<file path="src/common/mips_cfg.svh">
`ifndef MIPS_CFG_SVH
`define MIPS_CFG_SVH

// core widths
`define MIPS_XLEN      32  // data and address width
`define MIPS_REG_AW    5   // register index width
`define MIPS_NUM_REGS  32
`define MIPS_CNT_W     32  // perf counter width
`define MIPS_RESET_PC  32'h0000_0000

`endif

</file>
<file path="src/common/isa_pkg.sv">
package isa_pkg;

    // kept opcodes, r-type is all zero
    typedef enum logic [5:0] {
        op_rtype = 6'b000_000,
        op_j     = 6'b000_010,
        op_jal   = 6'b000_011,
        op_beq   = 6'b000_100,
        op_bne   = 6'b000_101,
        op_addiu = 6'b001_001,
        op_lui   = 6'b001_111,
        op_lw    = 6'b100_011,
        op_sw    = 6'b101_011
    } opcode_t;

    // r-type function field
    typedef enum logic [5:0] {
        fn_sll  = 6'b000_000,
        fn_addu = 6'b100_001,
        fn_or   = 6'b100_101,
        fn_slt  = 6'b101_010
    } funct_t;

    typedef struct packed {
        opcode_t    opcode;  // [31:26]
        logic [4:0] rs;
        logic [4:0] rt;
        logic [4:0] rd;
        logic [4:0] shamt;
        funct_t     funct;   // [5:0]
    } instr_t;

    // i-type immediate, low 16 bits
    function automatic logic [15:0] imm16(instr_t i);
        return {i.rd, i.shamt, i.funct};
    endfunction

    // j-type word index, low 26 bits
    function automatic logic [25:0] jidx(instr_t i);
        return {i.rs, i.rt, i.rd, i.shamt, i.funct};
    endfunction

endpackage

</file>
<file path="src/common/core_pkg.sv">
package core_pkg;

`include "mips_cfg.svh"

    typedef enum logic [4:0] {
        st_fetch, st_decode,
        st_mem_addr, st_load_read, st_load_wb, st_store_write,
        st_r_exec, st_r_shift, st_r_wb,
        st_imm_exec, st_lui_exec, st_imm_wb,
        st_branch_eq, st_branch_ne,
        st_jump, st_jal_link, st_jal_jump
    } state_t;

    // sltu has no user among the kept instructions
    typedef enum logic [2:0] {
        aluop_and, aluop_or, aluop_add, aluop_sltu,
        aluop_sll, aluop_lui, aluop_sub, aluop_slt
    } alu_op_t;

    typedef enum logic [1:0] {ctl_add, ctl_sub, ctl_r_func, ctl_lui} alu_ctl_t;
    typedef enum logic [1:0] {srca_pc, srca_reg, srca_shamt} src_a_t;
    typedef enum logic [1:0] {srcb_reg, srcb_four, srcb_imm, srcb_imm_sh} src_b_t;
    typedef enum logic [1:0] {pcsrc_alu, pcsrc_alu_out, pcsrc_jump} pc_src_t;
    typedef enum logic [1:0] {dst_rt, dst_rd, dst_ra} reg_dst_t;

    typedef struct packed {
        logic     pc_write;      // unconditional
        logic     pc_write_beq;  // taken when zero
        logic     pc_write_bne;  // taken when not zero
        logic     mem_read;
        logic     mem_write;
        logic     ir_write;
        logic     reg_write;
        logic     mem_to_reg;    // 1 selects mdr
        pc_src_t  pc_src;
        alu_ctl_t alu_ctl;
        src_a_t   src_a;
        src_b_t   src_b;
        reg_dst_t reg_dst;
    } ctrl_word_t;

    typedef struct packed {
        logic [`MIPS_XLEN-1:0] addr;
        logic [`MIPS_XLEN-1:0] wdata;
        logic                  read;
        logic                  write;
    } mem_req_t;

    typedef struct packed {
        logic [`MIPS_CNT_W-1:0] cycles;
        logic [`MIPS_CNT_W-1:0] instrs;
        logic [`MIPS_CNT_W-1:0] branches;  // branch and jump
        logic [`MIPS_CNT_W-1:0] loads;
        logic [`MIPS_CNT_W-1:0] stores;
    } perf_cnt_t;

endpackage

</file>
<file path="src/datapath/reg_file.sv">
`include "mips_cfg.svh"

module reg_file (
    input  logic                    clk,
    input  logic [`MIPS_REG_AW-1:0] raddr1,
    input  logic [`MIPS_REG_AW-1:0] raddr2,
    input  logic [`MIPS_REG_AW-1:0] waddr,
    input  logic                    we,
    input  logic [`MIPS_XLEN-1:0]   wdata,
    output logic [`MIPS_XLEN-1:0]   rdata1,
    output logic [`MIPS_XLEN-1:0]   rdata2
);

    logic [`MIPS_XLEN-1:0] regs [0:`MIPS_NUM_REGS-1];

    // r0 is never written
    always_ff @(posedge clk)
    begin
        if (we && (waddr != '0))
            regs[waddr] <= wdata;
    end

    // async reads, r0 forced to zero
    assign rdata1 = (raddr1 == '0) ? '0 : regs[raddr1];
    assign rdata2 = (raddr2 == '0) ? '0 : regs[raddr2];

endmodule

</file>
<file path="src/datapath/alu.sv">
`include "mips_cfg.svh"

module alu (
    input  core_pkg::alu_ctl_t    ctl,
    input  isa_pkg::funct_t       funct,
    input  logic [`MIPS_XLEN-1:0] a,
    input  logic [`MIPS_XLEN-1:0] b,
    output logic [`MIPS_XLEN-1:0] result,
    output logic                  zero
);

    core_pkg::alu_op_t op;

    // control code and funct to operation
    always_comb
    begin
        case (ctl)
            core_pkg::ctl_sub: op = core_pkg::aluop_sub;
            core_pkg::ctl_lui: op = core_pkg::aluop_lui;
            core_pkg::ctl_r_func:
            begin
                case (funct)
                    isa_pkg::fn_or:  op = core_pkg::aluop_or;
                    isa_pkg::fn_sll: op = core_pkg::aluop_sll;
                    isa_pkg::fn_slt: op = core_pkg::aluop_slt;
                    default:         op = core_pkg::aluop_add;  // addu
                endcase
            end
            default:           op = core_pkg::aluop_add;
        endcase
    end

    always_comb
    begin
        case (op)
            core_pkg::aluop_and:  result = a & b;
            core_pkg::aluop_or:   result = a | b;
            core_pkg::aluop_sltu: result = {{(`MIPS_XLEN-1){1'b0}}, (a < b)};
            core_pkg::aluop_sll:  result = b << a[4:0];  // shamt in a
            core_pkg::aluop_lui:  result = b << 16;
            core_pkg::aluop_sub:  result = a - b;
            core_pkg::aluop_slt:  result = {{(`MIPS_XLEN-1){1'b0}}, ($signed(a) < $signed(b))};
            default:              result = a + b;
        endcase
    end

    assign zero = (result == '0);

endmodule

</file>
<file path="src/datapath/datapath.sv">
`include "mips_cfg.svh"

module datapath (
    input  logic                  clk,
    input  logic                  rst,
    input  core_pkg::ctrl_word_t  ctrl,
    input  logic [`MIPS_XLEN-1:0] instruction,
    input  logic [`MIPS_XLEN-1:0] read_data,
    output isa_pkg::instr_t       instr,
    output logic [`MIPS_XLEN-1:0] pc,
    output core_pkg::mem_req_t    mem
);

    isa_pkg::instr_t         ir;
    logic [`MIPS_XLEN-1:0]   mdr, a_reg, b_reg, alu_out;  // per-cycle holding regs
    logic [`MIPS_XLEN-1:0]   rdata1, rdata2, wdata;
    logic [`MIPS_REG_AW-1:0] waddr;
    logic [15:0]             imm_raw;
    logic [`MIPS_XLEN-1:0]   imm_ext, imm_sh, shamt_ext, jump_target;
    logic [`MIPS_XLEN-1:0]   alu_a, alu_b, alu_result, pc_next;
    logic                    alu_zero;
    logic                    pc_en;

    ////////////////////////////////////////////////////////////////////
    // instruction and holding registers
    ////////////////////////////////////////////////////////////////////
    always_ff @(posedge clk)
    begin
        if (rst)
            ir <= '0;
        else if (ctrl.ir_write)
            ir <= isa_pkg::instr_t'(instruction);
    end

    always_ff @(posedge clk)
    begin
        mdr     <= read_data;   // load data, used one cycle later
        a_reg   <= rdata1;
        b_reg   <= rdata2;
        alu_out <= alu_result;
    end

    assign instr = ir;

    // immediates
    assign imm_raw     = isa_pkg::imm16(ir);
    assign imm_ext     = {{16{imm_raw[15]}}, imm_raw};
    assign imm_sh      = {imm_ext[`MIPS_XLEN-3:0], 2'b00};
    assign shamt_ext   = {{(`MIPS_XLEN-5){1'b0}}, ir.shamt};
    assign jump_target = {pc[31:28], isa_pkg::jidx(ir), 2'b00};  // pc already +4

    ////////////////////////////////////////////////////////////////////
    // register file and write-back
    ////////////////////////////////////////////////////////////////////
    always_comb
    begin
        case (ctrl.reg_dst)
            core_pkg::dst_rd: waddr = ir.rd;
            core_pkg::dst_ra: waddr = 5'd31;  // jal link
            default:          waddr = ir.rt;
        endcase
    end

    assign wdata = ctrl.mem_to_reg ? mdr : alu_out;

    reg_file u_rf (
        .clk    (clk),
        .raddr1 (ir.rs),
        .raddr2 (ir.rt),
        .waddr  (waddr),
        .we     (ctrl.reg_write),
        .wdata  (wdata),
        .rdata1 (rdata1),
        .rdata2 (rdata2)
    );

    ////////////////////////////////////////////////////////////////////
    // alu operands
    ////////////////////////////////////////////////////////////////////
    always_comb
    begin
        case (ctrl.src_a)
            core_pkg::srca_reg:   alu_a = a_reg;
            core_pkg::srca_shamt: alu_a = shamt_ext;
            default:              alu_a = pc;
        endcase
        case (ctrl.src_b)
            core_pkg::srcb_four:   alu_b = `MIPS_XLEN'd4;
            core_pkg::srcb_imm:    alu_b = imm_ext;
            core_pkg::srcb_imm_sh: alu_b = imm_sh;
            default:               alu_b = b_reg;
        endcase
    end

    alu u_alu (
        .ctl    (ctrl.alu_ctl),
        .funct  (ir.funct),
        .a      (alu_a),
        .b      (alu_b),
        .result (alu_result),
        .zero   (alu_zero)
    );

    ////////////////////////////////////////////////////////////////////
    // pc update
    ////////////////////////////////////////////////////////////////////
    assign pc_en = ctrl.pc_write
                 | (ctrl.pc_write_beq & alu_zero)
                 | (ctrl.pc_write_bne & ~alu_zero);

    always_comb
    begin
        case (ctrl.pc_src)
            core_pkg::pcsrc_alu_out: pc_next = alu_out;  // target from decode
            core_pkg::pcsrc_jump:    pc_next = jump_target;
            default:                 pc_next = alu_result;
        endcase
    end

    always_ff @(posedge clk)
    begin
        if (rst)
            pc <= `MIPS_RESET_PC;
        else if (pc_en)
            pc <= pc_next;
    end

    // data memory port
    assign mem.addr  = alu_out;  // base + imm from mem_addr state
    assign mem.wdata = b_reg;
    assign mem.read  = ctrl.mem_read;
    assign mem.write = ctrl.mem_write;

endmodule

</file>
<file path="src/control/control_fsm.sv">
module control_fsm (
    input  logic                 clk,
    input  logic                 rst,
    input  isa_pkg::instr_t      instr,
    output core_pkg::ctrl_word_t ctrl
);

    core_pkg::state_t state, state_nxt;

    always_ff @(posedge clk)
    begin
        if (rst)
            state <= core_pkg::st_fetch;
        else
            state <= state_nxt;
    end

    ////////////////////////////////////////////////////////////////////
    // next state
    ////////////////////////////////////////////////////////////////////
    always_comb
    begin
        state_nxt = core_pkg::st_fetch;  // every path ends back in fetch
        case (state)
            core_pkg::st_fetch:     state_nxt = core_pkg::st_decode;
            core_pkg::st_decode:
            begin
                case (instr.opcode)
                    isa_pkg::op_lw,
                    isa_pkg::op_sw:    state_nxt = core_pkg::st_mem_addr;
                    isa_pkg::op_addiu: state_nxt = core_pkg::st_imm_exec;
                    isa_pkg::op_lui:   state_nxt = core_pkg::st_lui_exec;
                    isa_pkg::op_beq:   state_nxt = core_pkg::st_branch_eq;
                    isa_pkg::op_bne:   state_nxt = core_pkg::st_branch_ne;
                    isa_pkg::op_j:     state_nxt = core_pkg::st_jump;
                    isa_pkg::op_jal:   state_nxt = core_pkg::st_jal_link;
                    isa_pkg::op_rtype:
                        state_nxt = (instr.funct == isa_pkg::fn_sll) ?
                                    core_pkg::st_r_shift : core_pkg::st_r_exec;
                    default:           state_nxt = core_pkg::st_fetch;  // unknown op
                endcase
            end
            core_pkg::st_mem_addr:
                state_nxt = (instr.opcode == isa_pkg::op_lw) ?
                            core_pkg::st_load_read : core_pkg::st_store_write;
            core_pkg::st_load_read: state_nxt = core_pkg::st_load_wb;
            core_pkg::st_r_exec,
            core_pkg::st_r_shift:   state_nxt = core_pkg::st_r_wb;
            core_pkg::st_imm_exec,
            core_pkg::st_lui_exec:  state_nxt = core_pkg::st_imm_wb;
            core_pkg::st_jal_link:  state_nxt = core_pkg::st_jal_jump;
            default:                state_nxt = core_pkg::st_fetch;
        endcase
    end

    ////////////////////////////////////////////////////////////////////
    // moore control word
    ////////////////////////////////////////////////////////////////////
    always_comb
    begin
        ctrl = '0;  // all strobes off, first select of each mux
        case (state)
            core_pkg::st_fetch:
            begin
                ctrl.mem_read = 1'b1;
                ctrl.ir_write = 1'b1;
                ctrl.pc_write = 1'b1;               // pc <= pc + 4
                ctrl.src_b    = core_pkg::srcb_four;
            end
            core_pkg::st_decode:
                ctrl.src_b = core_pkg::srcb_imm_sh;  // branch target into alu_out
            core_pkg::st_mem_addr,
            core_pkg::st_imm_exec:
            begin
                ctrl.src_a = core_pkg::srca_reg;
                ctrl.src_b = core_pkg::srcb_imm;
            end
            core_pkg::st_load_read:   ctrl.mem_read = 1'b1;
            core_pkg::st_load_wb:
            begin
                ctrl.reg_write  = 1'b1;
                ctrl.mem_to_reg = 1'b1;
            end
            core_pkg::st_store_write: ctrl.mem_write = 1'b1;
            core_pkg::st_r_exec:
            begin
                ctrl.src_a   = core_pkg::srca_reg;
                ctrl.alu_ctl = core_pkg::ctl_r_func;
            end
            core_pkg::st_r_shift:
            begin
                ctrl.src_a   = core_pkg::srca_shamt;  // shift amount on a
                ctrl.alu_ctl = core_pkg::ctl_r_func;
            end
            core_pkg::st_r_wb:
            begin
                ctrl.reg_write = 1'b1;
                ctrl.reg_dst   = core_pkg::dst_rd;
            end
            core_pkg::st_lui_exec:
            begin
                ctrl.alu_ctl = core_pkg::ctl_lui;
                ctrl.src_b   = core_pkg::srcb_imm;
            end
            core_pkg::st_imm_wb:      ctrl.reg_write = 1'b1;  // into rt
            core_pkg::st_branch_eq,
            core_pkg::st_branch_ne:
            begin
                ctrl.pc_write_beq = (state == core_pkg::st_branch_eq);
                ctrl.pc_write_bne = (state == core_pkg::st_branch_ne);
                ctrl.pc_src       = core_pkg::pcsrc_alu_out;
                ctrl.alu_ctl      = core_pkg::ctl_sub;  // compare a and b
                ctrl.src_a        = core_pkg::srca_reg;
            end
            core_pkg::st_jump:
            begin
                ctrl.pc_write = 1'b1;
                ctrl.pc_src   = core_pkg::pcsrc_jump;
            end
            core_pkg::st_jal_link:    ctrl.src_b = core_pkg::srcb_four;  // pc + 4 = addr + 8
            core_pkg::st_jal_jump:
            begin
                ctrl.reg_write = 1'b1;
                ctrl.reg_dst   = core_pkg::dst_ra;
                ctrl.pc_write  = 1'b1;
                ctrl.pc_src    = core_pkg::pcsrc_jump;
            end
            default: ctrl = '0;
        endcase
    end

endmodule

</file>
<file path="src/rtl/perf_counters.sv">
module perf_counters (
    input  logic                 clk,
    input  logic                 rst,
    input  core_pkg::ctrl_word_t ctrl,
    output core_pkg::perf_cnt_t  cnt
);

    logic not_fetch;  // ir_write marks the fetch cycle
    logic pc_wr_any;

    assign not_fetch = ~ctrl.ir_write;
    assign pc_wr_any = ctrl.pc_write | ctrl.pc_write_beq | ctrl.pc_write_bne;

    always_ff @(posedge clk)
    begin
        if (rst)
        begin
            cnt <= '0;
        end
        else
        begin
            cnt.cycles <= cnt.cycles + 1'b1;
            if (ctrl.ir_write)
                cnt.instrs <= cnt.instrs + 1'b1;
            if (pc_wr_any && not_fetch)     // taken or not
                cnt.branches <= cnt.branches + 1'b1;
            if (ctrl.mem_read && not_fetch)
                cnt.loads <= cnt.loads + 1'b1;
            if (ctrl.mem_write && not_fetch)
                cnt.stores <= cnt.stores + 1'b1;
        end
    end

endmodule

</file>
<file path="src/rtl/mips_cpu.sv">
`include "mips_cfg.svh"

module mips_cpu (
    input  logic                  clk,
    input  logic                  rst,
    // instruction side
    output logic [`MIPS_XLEN-1:0] pc,
    input  logic [`MIPS_XLEN-1:0] instruction,
    // data side
    output core_pkg::mem_req_t    mem,
    input  logic [`MIPS_XLEN-1:0] read_data,
    output core_pkg::perf_cnt_t   perf
);

    core_pkg::ctrl_word_t ctrl;   // fsm to datapath and counters
    isa_pkg::instr_t      instr;  // current ir back to the fsm

    control_fsm u_control (
        .clk   (clk),
        .rst   (rst),
        .instr (instr),
        .ctrl  (ctrl)
    );

    datapath u_datapath (
        .clk         (clk),
        .rst         (rst),
        .ctrl        (ctrl),
        .instruction (instruction),
        .read_data   (read_data),
        .instr       (instr),
        .pc          (pc),
        .mem         (mem)
    );

    // counters only watch the control word
    perf_counters u_perf (
        .clk  (clk),
        .rst  (rst),
        .ctrl (ctrl),
        .cnt  (perf)
    );

endmodule

</file>
<file path="config.mk">
export PLATFORM = sky130hd
export DESIGN_NAME = mips_cpu
export DESIGN_NICKNAME = d
export VERILOG_FILES = /design/src/common/isa_pkg.sv /design/src/common/core_pkg.sv /design/src/datapath/reg_file.sv /design/src/datapath/alu.sv /design/src/datapath/datapath.sv /design/src/control/control_fsm.sv /design/src/rtl/perf_counters.sv /design/src/rtl/mips_cpu.sv
export VERILOG_INCLUDE_DIRS = /design/src /design/src/common
export SDC_FILE = /design/constraint.sdc
export NUM_CORES = 2
export LEC_CHECK = 0
export BUFFER_PORTS_ARGS = -buffer_cell sky130_fd_sc_hd__buf_2
export CAP_MARGIN = 20
export CORE_ASPECT_RATIO = 1.75
export CORE_MARGIN = 10
export CORE_UTILIZATION = 56
export DETAILED_ROUTE_END_ITERATION = 7
export PLACE_DENSITY = 0.77
export SETUP_SLACK_MARGIN = 0.3
export SYNTH_ARGS = -nofsm -noshare
export SYNTH_HDL_FRONTEND = slang
export SYNTH_HIERARCHICAL = 1
export SYNTH_SLANG_ARGS = --single-unit
</file>
<file path="constraint.sdc">
create_clock -name clk -period 6.8 [get_ports clk]
set_input_delay 1.02 -clock clk [delete_from_list [all_inputs] [get_ports clk]]
set_output_delay 1.02 -clock clk [all_outputs]
set_load 0.01 [all_outputs]
</file>
==> metrics.csv <==
metric;value;unit
tightest_slew;1216;ps
syn_to_final_growth;13.28;%
switchingPower;0.01448;W
maxSlewViolCount;0;
reg2reg_depth;24;
synth_seq_cells;1381;
fillCellCount;8980;
skew;29.63;ps
htree_levels;3;
post-synth-top-count-cell;edfxtp_1;
hold_start;read_data[26];
wl_per_cell;36.64;µm
power_leakage;27.05;nW
swShare;41.83;%
drc_errors;0;
reg2reg_slack;400;ps
p_int;0.02014;W
port_buffers;323;
vias;52620;
syn_area_per_cell;13.59;µm²
post_synth_instance_area;69460;µm²
vdd.ir_drop.worst;0.0002828;V
grt_antenna_before_repair;27;
total_power;0.03462;W
core-area;122900;µm²
hold_viol;0;
cts_buffer_depth;3;
grt_max_degree;115;
critPathLaunchType;register;
grt_pass1_vias;52380;
firstDrtPassIters;8;
r2r-start;u_control/state[1];
whs_path_depth;1;
synth_top_area_share;44.27;%
synth_edf_count;1024;
antenna_left;0;
finalCritPeriodShare;94.10;%
hp-class;in -> reg;
powerDensity;439.9;nW/µm²
rows;170;
cp_data_required_time;7460;ps
dieArea;139100;µm²
synth_common_cells;1,024 x edfxtp_1, 418 x mux2i_1, 357 x dfxtp_1, 337 x mux4_2, 330 x nor2_1;
worstReg2RegEnd;u_datapath/pc[30];
ios;324;
finalWeightedCongestion;1.112;
combinationalPowerShare;46.5;%
place_hpwl;179.4;mm
setup_viol;0;
cap_viol_max_count;0;
crit_arrival;7060;ps
largest_reg_flops;1024;
outcome;finished clean;
period_minus_slack;6399;ps
synth.area.top_cells;edfxtp_1 44%, mux4_2 11%, dfxtp_1 10%;
layout.nets;5673;
p_clk_share;20.9;%
cp_max_fo;21;
ys_async_sr_fraction;0;%
yosysWarnings;6;
routed_wl;265.5;mm
top_register;u_datapath/u_rf/regs;
critPathKind;reg -> reg;
clockRootBuffer;clkbuf_16;
slew_headroom;18.95;%
chipWidth;286.2;µm
synthFlopType;edfxtp_1;
reg.largest.list;u_datapath/u_rf/regs (1024), u_perf/cnt (160);
rsz0062_at_grt;no;
postSynthCellCount;5113;
cts_hold_buf;0;
die_y;485.9;µm
synth_top_area_cell;edfxtp_1;
clk_pin_slew;70;ps
synth_cell_types;109;
drtIter0Drc;7668;
grt_pass1_wl;373.1;mm
initial_core_util;56.50;%
clock_latency;790;ps
clock_sinks;1381;
seq_area_frac_synth;54.56;%
tns;0;ps
drt-vias-per-instance;7.263;
cts_tree;yes;
endpoint_kind;register;
drive_gt1_share;25.78;%
grt_usage;37.15;%
min_to;u_datapath/mdr[26];
grt_remaining_overflow;0;
fmax;0.1563;GHz
seq_power_share;32.6;%
numCtsBuffers;117;
cell usage in the layout (no fill, tap or decap), types with 36 or more instances in the layout:
cell	synthesis	final
a211oi_1	65	65
a21oi_1	161	153
a221oi_1	50	49
a22oi_1	98	98
a311oi_1	38	37
buf_2	87	322
buf_4	58	242
clkbuf_16	0	120
dfxtp_1	357	347
edfxtp_1	1024	1024
ha_1	106	95
inv_1	117	115
mux2_2	100	100
mux2i_1	418	417
mux4_1	36	36
mux4_2	337	337
nand2_1	275	274
nand3_1	73	73
nand4_1	101	101
nor2_1	330	288
nor2_4	0	39
nor2b_1	67	61
nor3_1	61	61
o21ai_0	157	145
o221ai_1	72	71
xnor2_1	69	69
xor2_1	92	92
kinds of logic (layout without fill, tap and decap cells):
group | count (synthesis) | in the layout | synth area share, %
simple gates | 1122 | 1122 | 7.978
flops | 1381 | 1381 | 54.56
compound gates | 948 | 948 | 10.03
fa+ha+maj | 108 | 108 | 1.967
xor+xnor | 161 | 161 | 2.030
buf+inv | 492 | 950 | 3.347
mux | 900 | 900 | 20.09
other cells | 1 | 41 | 0.005399
cell type report:
| class | instances | area (µm²) | share of cell area [%] |
|---|---|---|---|
| clock buffer | 140 | 3092 | 3.929 |
| timing repair buffer | 603 | 4159 | 5.285 |
| multi-input combinational | 3271 | 29940 | 38.05 |
| inverter | 125 | 473.0 | 0.6010 |
| tap | 1634 | 2044 | 2.598 |
| sequential | 1381 | 37930 | 48.20 |
| clock inverter | 82 | 1032 | 1.312 |
| antenna | 9 | 22.52 | 0.02862 |
stage by stage:
stage          hold slack [ps]  cells  setup slack, ps  utilization, %  cell area (µm²)
2_1_floorplan            458.3   5144            309.3               -            69590
3_3_place_gp             455.1   7001            226.6           60.32            74160
3_5_place_dp             466.4   7001            196.8           60.32            74160
4_1_cts                  311.5   7223            303.0           63.70            78310
5_1_grt                  320.8   7240            256.5           63.99            78680
6_report                 334.3   7245            401.0           64.00            78690
power groups by stage:
stage	logic, W	registers [W]	clock network [W]
finish	0.0161	0.0113	0.00724
detailed placement	0.0150	0.0114	0
global placement	0.0148	0.0114	0
global route	0.0166	0.0113	0.00758
CTS	0.0151	0.0112	0.00725
floorplan	0.00924	0.0108	0
critical path, stage by stage (launching register included):
cell and delay (ps):
dfxtp_1 340, nand2b_1 170, o22a_1 250, nor2_4 150, inv_1 100, ha_4 400
buf_4 160, nand2_1 80, o21ai_4 160, buf_12 250, mux4_2 580, mux4_2 540
a31o_1 250, a31oi_1 330, o311ai_1 210, a21oi_1 230, and3_1 190, o32ai_1 90
buf_4 150, nor3_1 180, nand4_1 190, nor3_4 310, mux2i_4 340, a21o_1 240
mux2_2 350
timing repair:
action / in CTS / in global routing
resized for setup: 8 / 57
buffers inserted: 0 / 11
pin swaps: 0 / 15
endpoints found under the setup margin: 31 / 32
gates cloned: 0 / 1
worst max-delay path by stage:
stage	from	end	slack [ps]	cells past startpoint
5_1_grt	u_control/state[1]	u_datapath/pc[29]	260	25
2_1_floorplan	u_control/state[0]	u_datapath/pc[28]	310	31
3_5_place_dp	u_control/state[1]	u_datapath/pc[30]	200	23
3_3_place_gp	u_control/state[1]	u_datapath/pc[29]	230	25
6_report	u_control/state[1]	u_datapath/pc[30]	400	24
4_1_cts	u_control/state[1]	u_datapath/pc[30]	300	26
metal layers:
layer  global-route usage (%)  up-vias  wire [µm]
li1                         -    20950          -
met1                    39.24    25910      80780
met2                    60.02     4347     124600
met3                    10.81     1390      31840
met4                    32.92       30      28060
met5                        0        -        247
No activity file was read; power rests on OpenSTA's default activity.
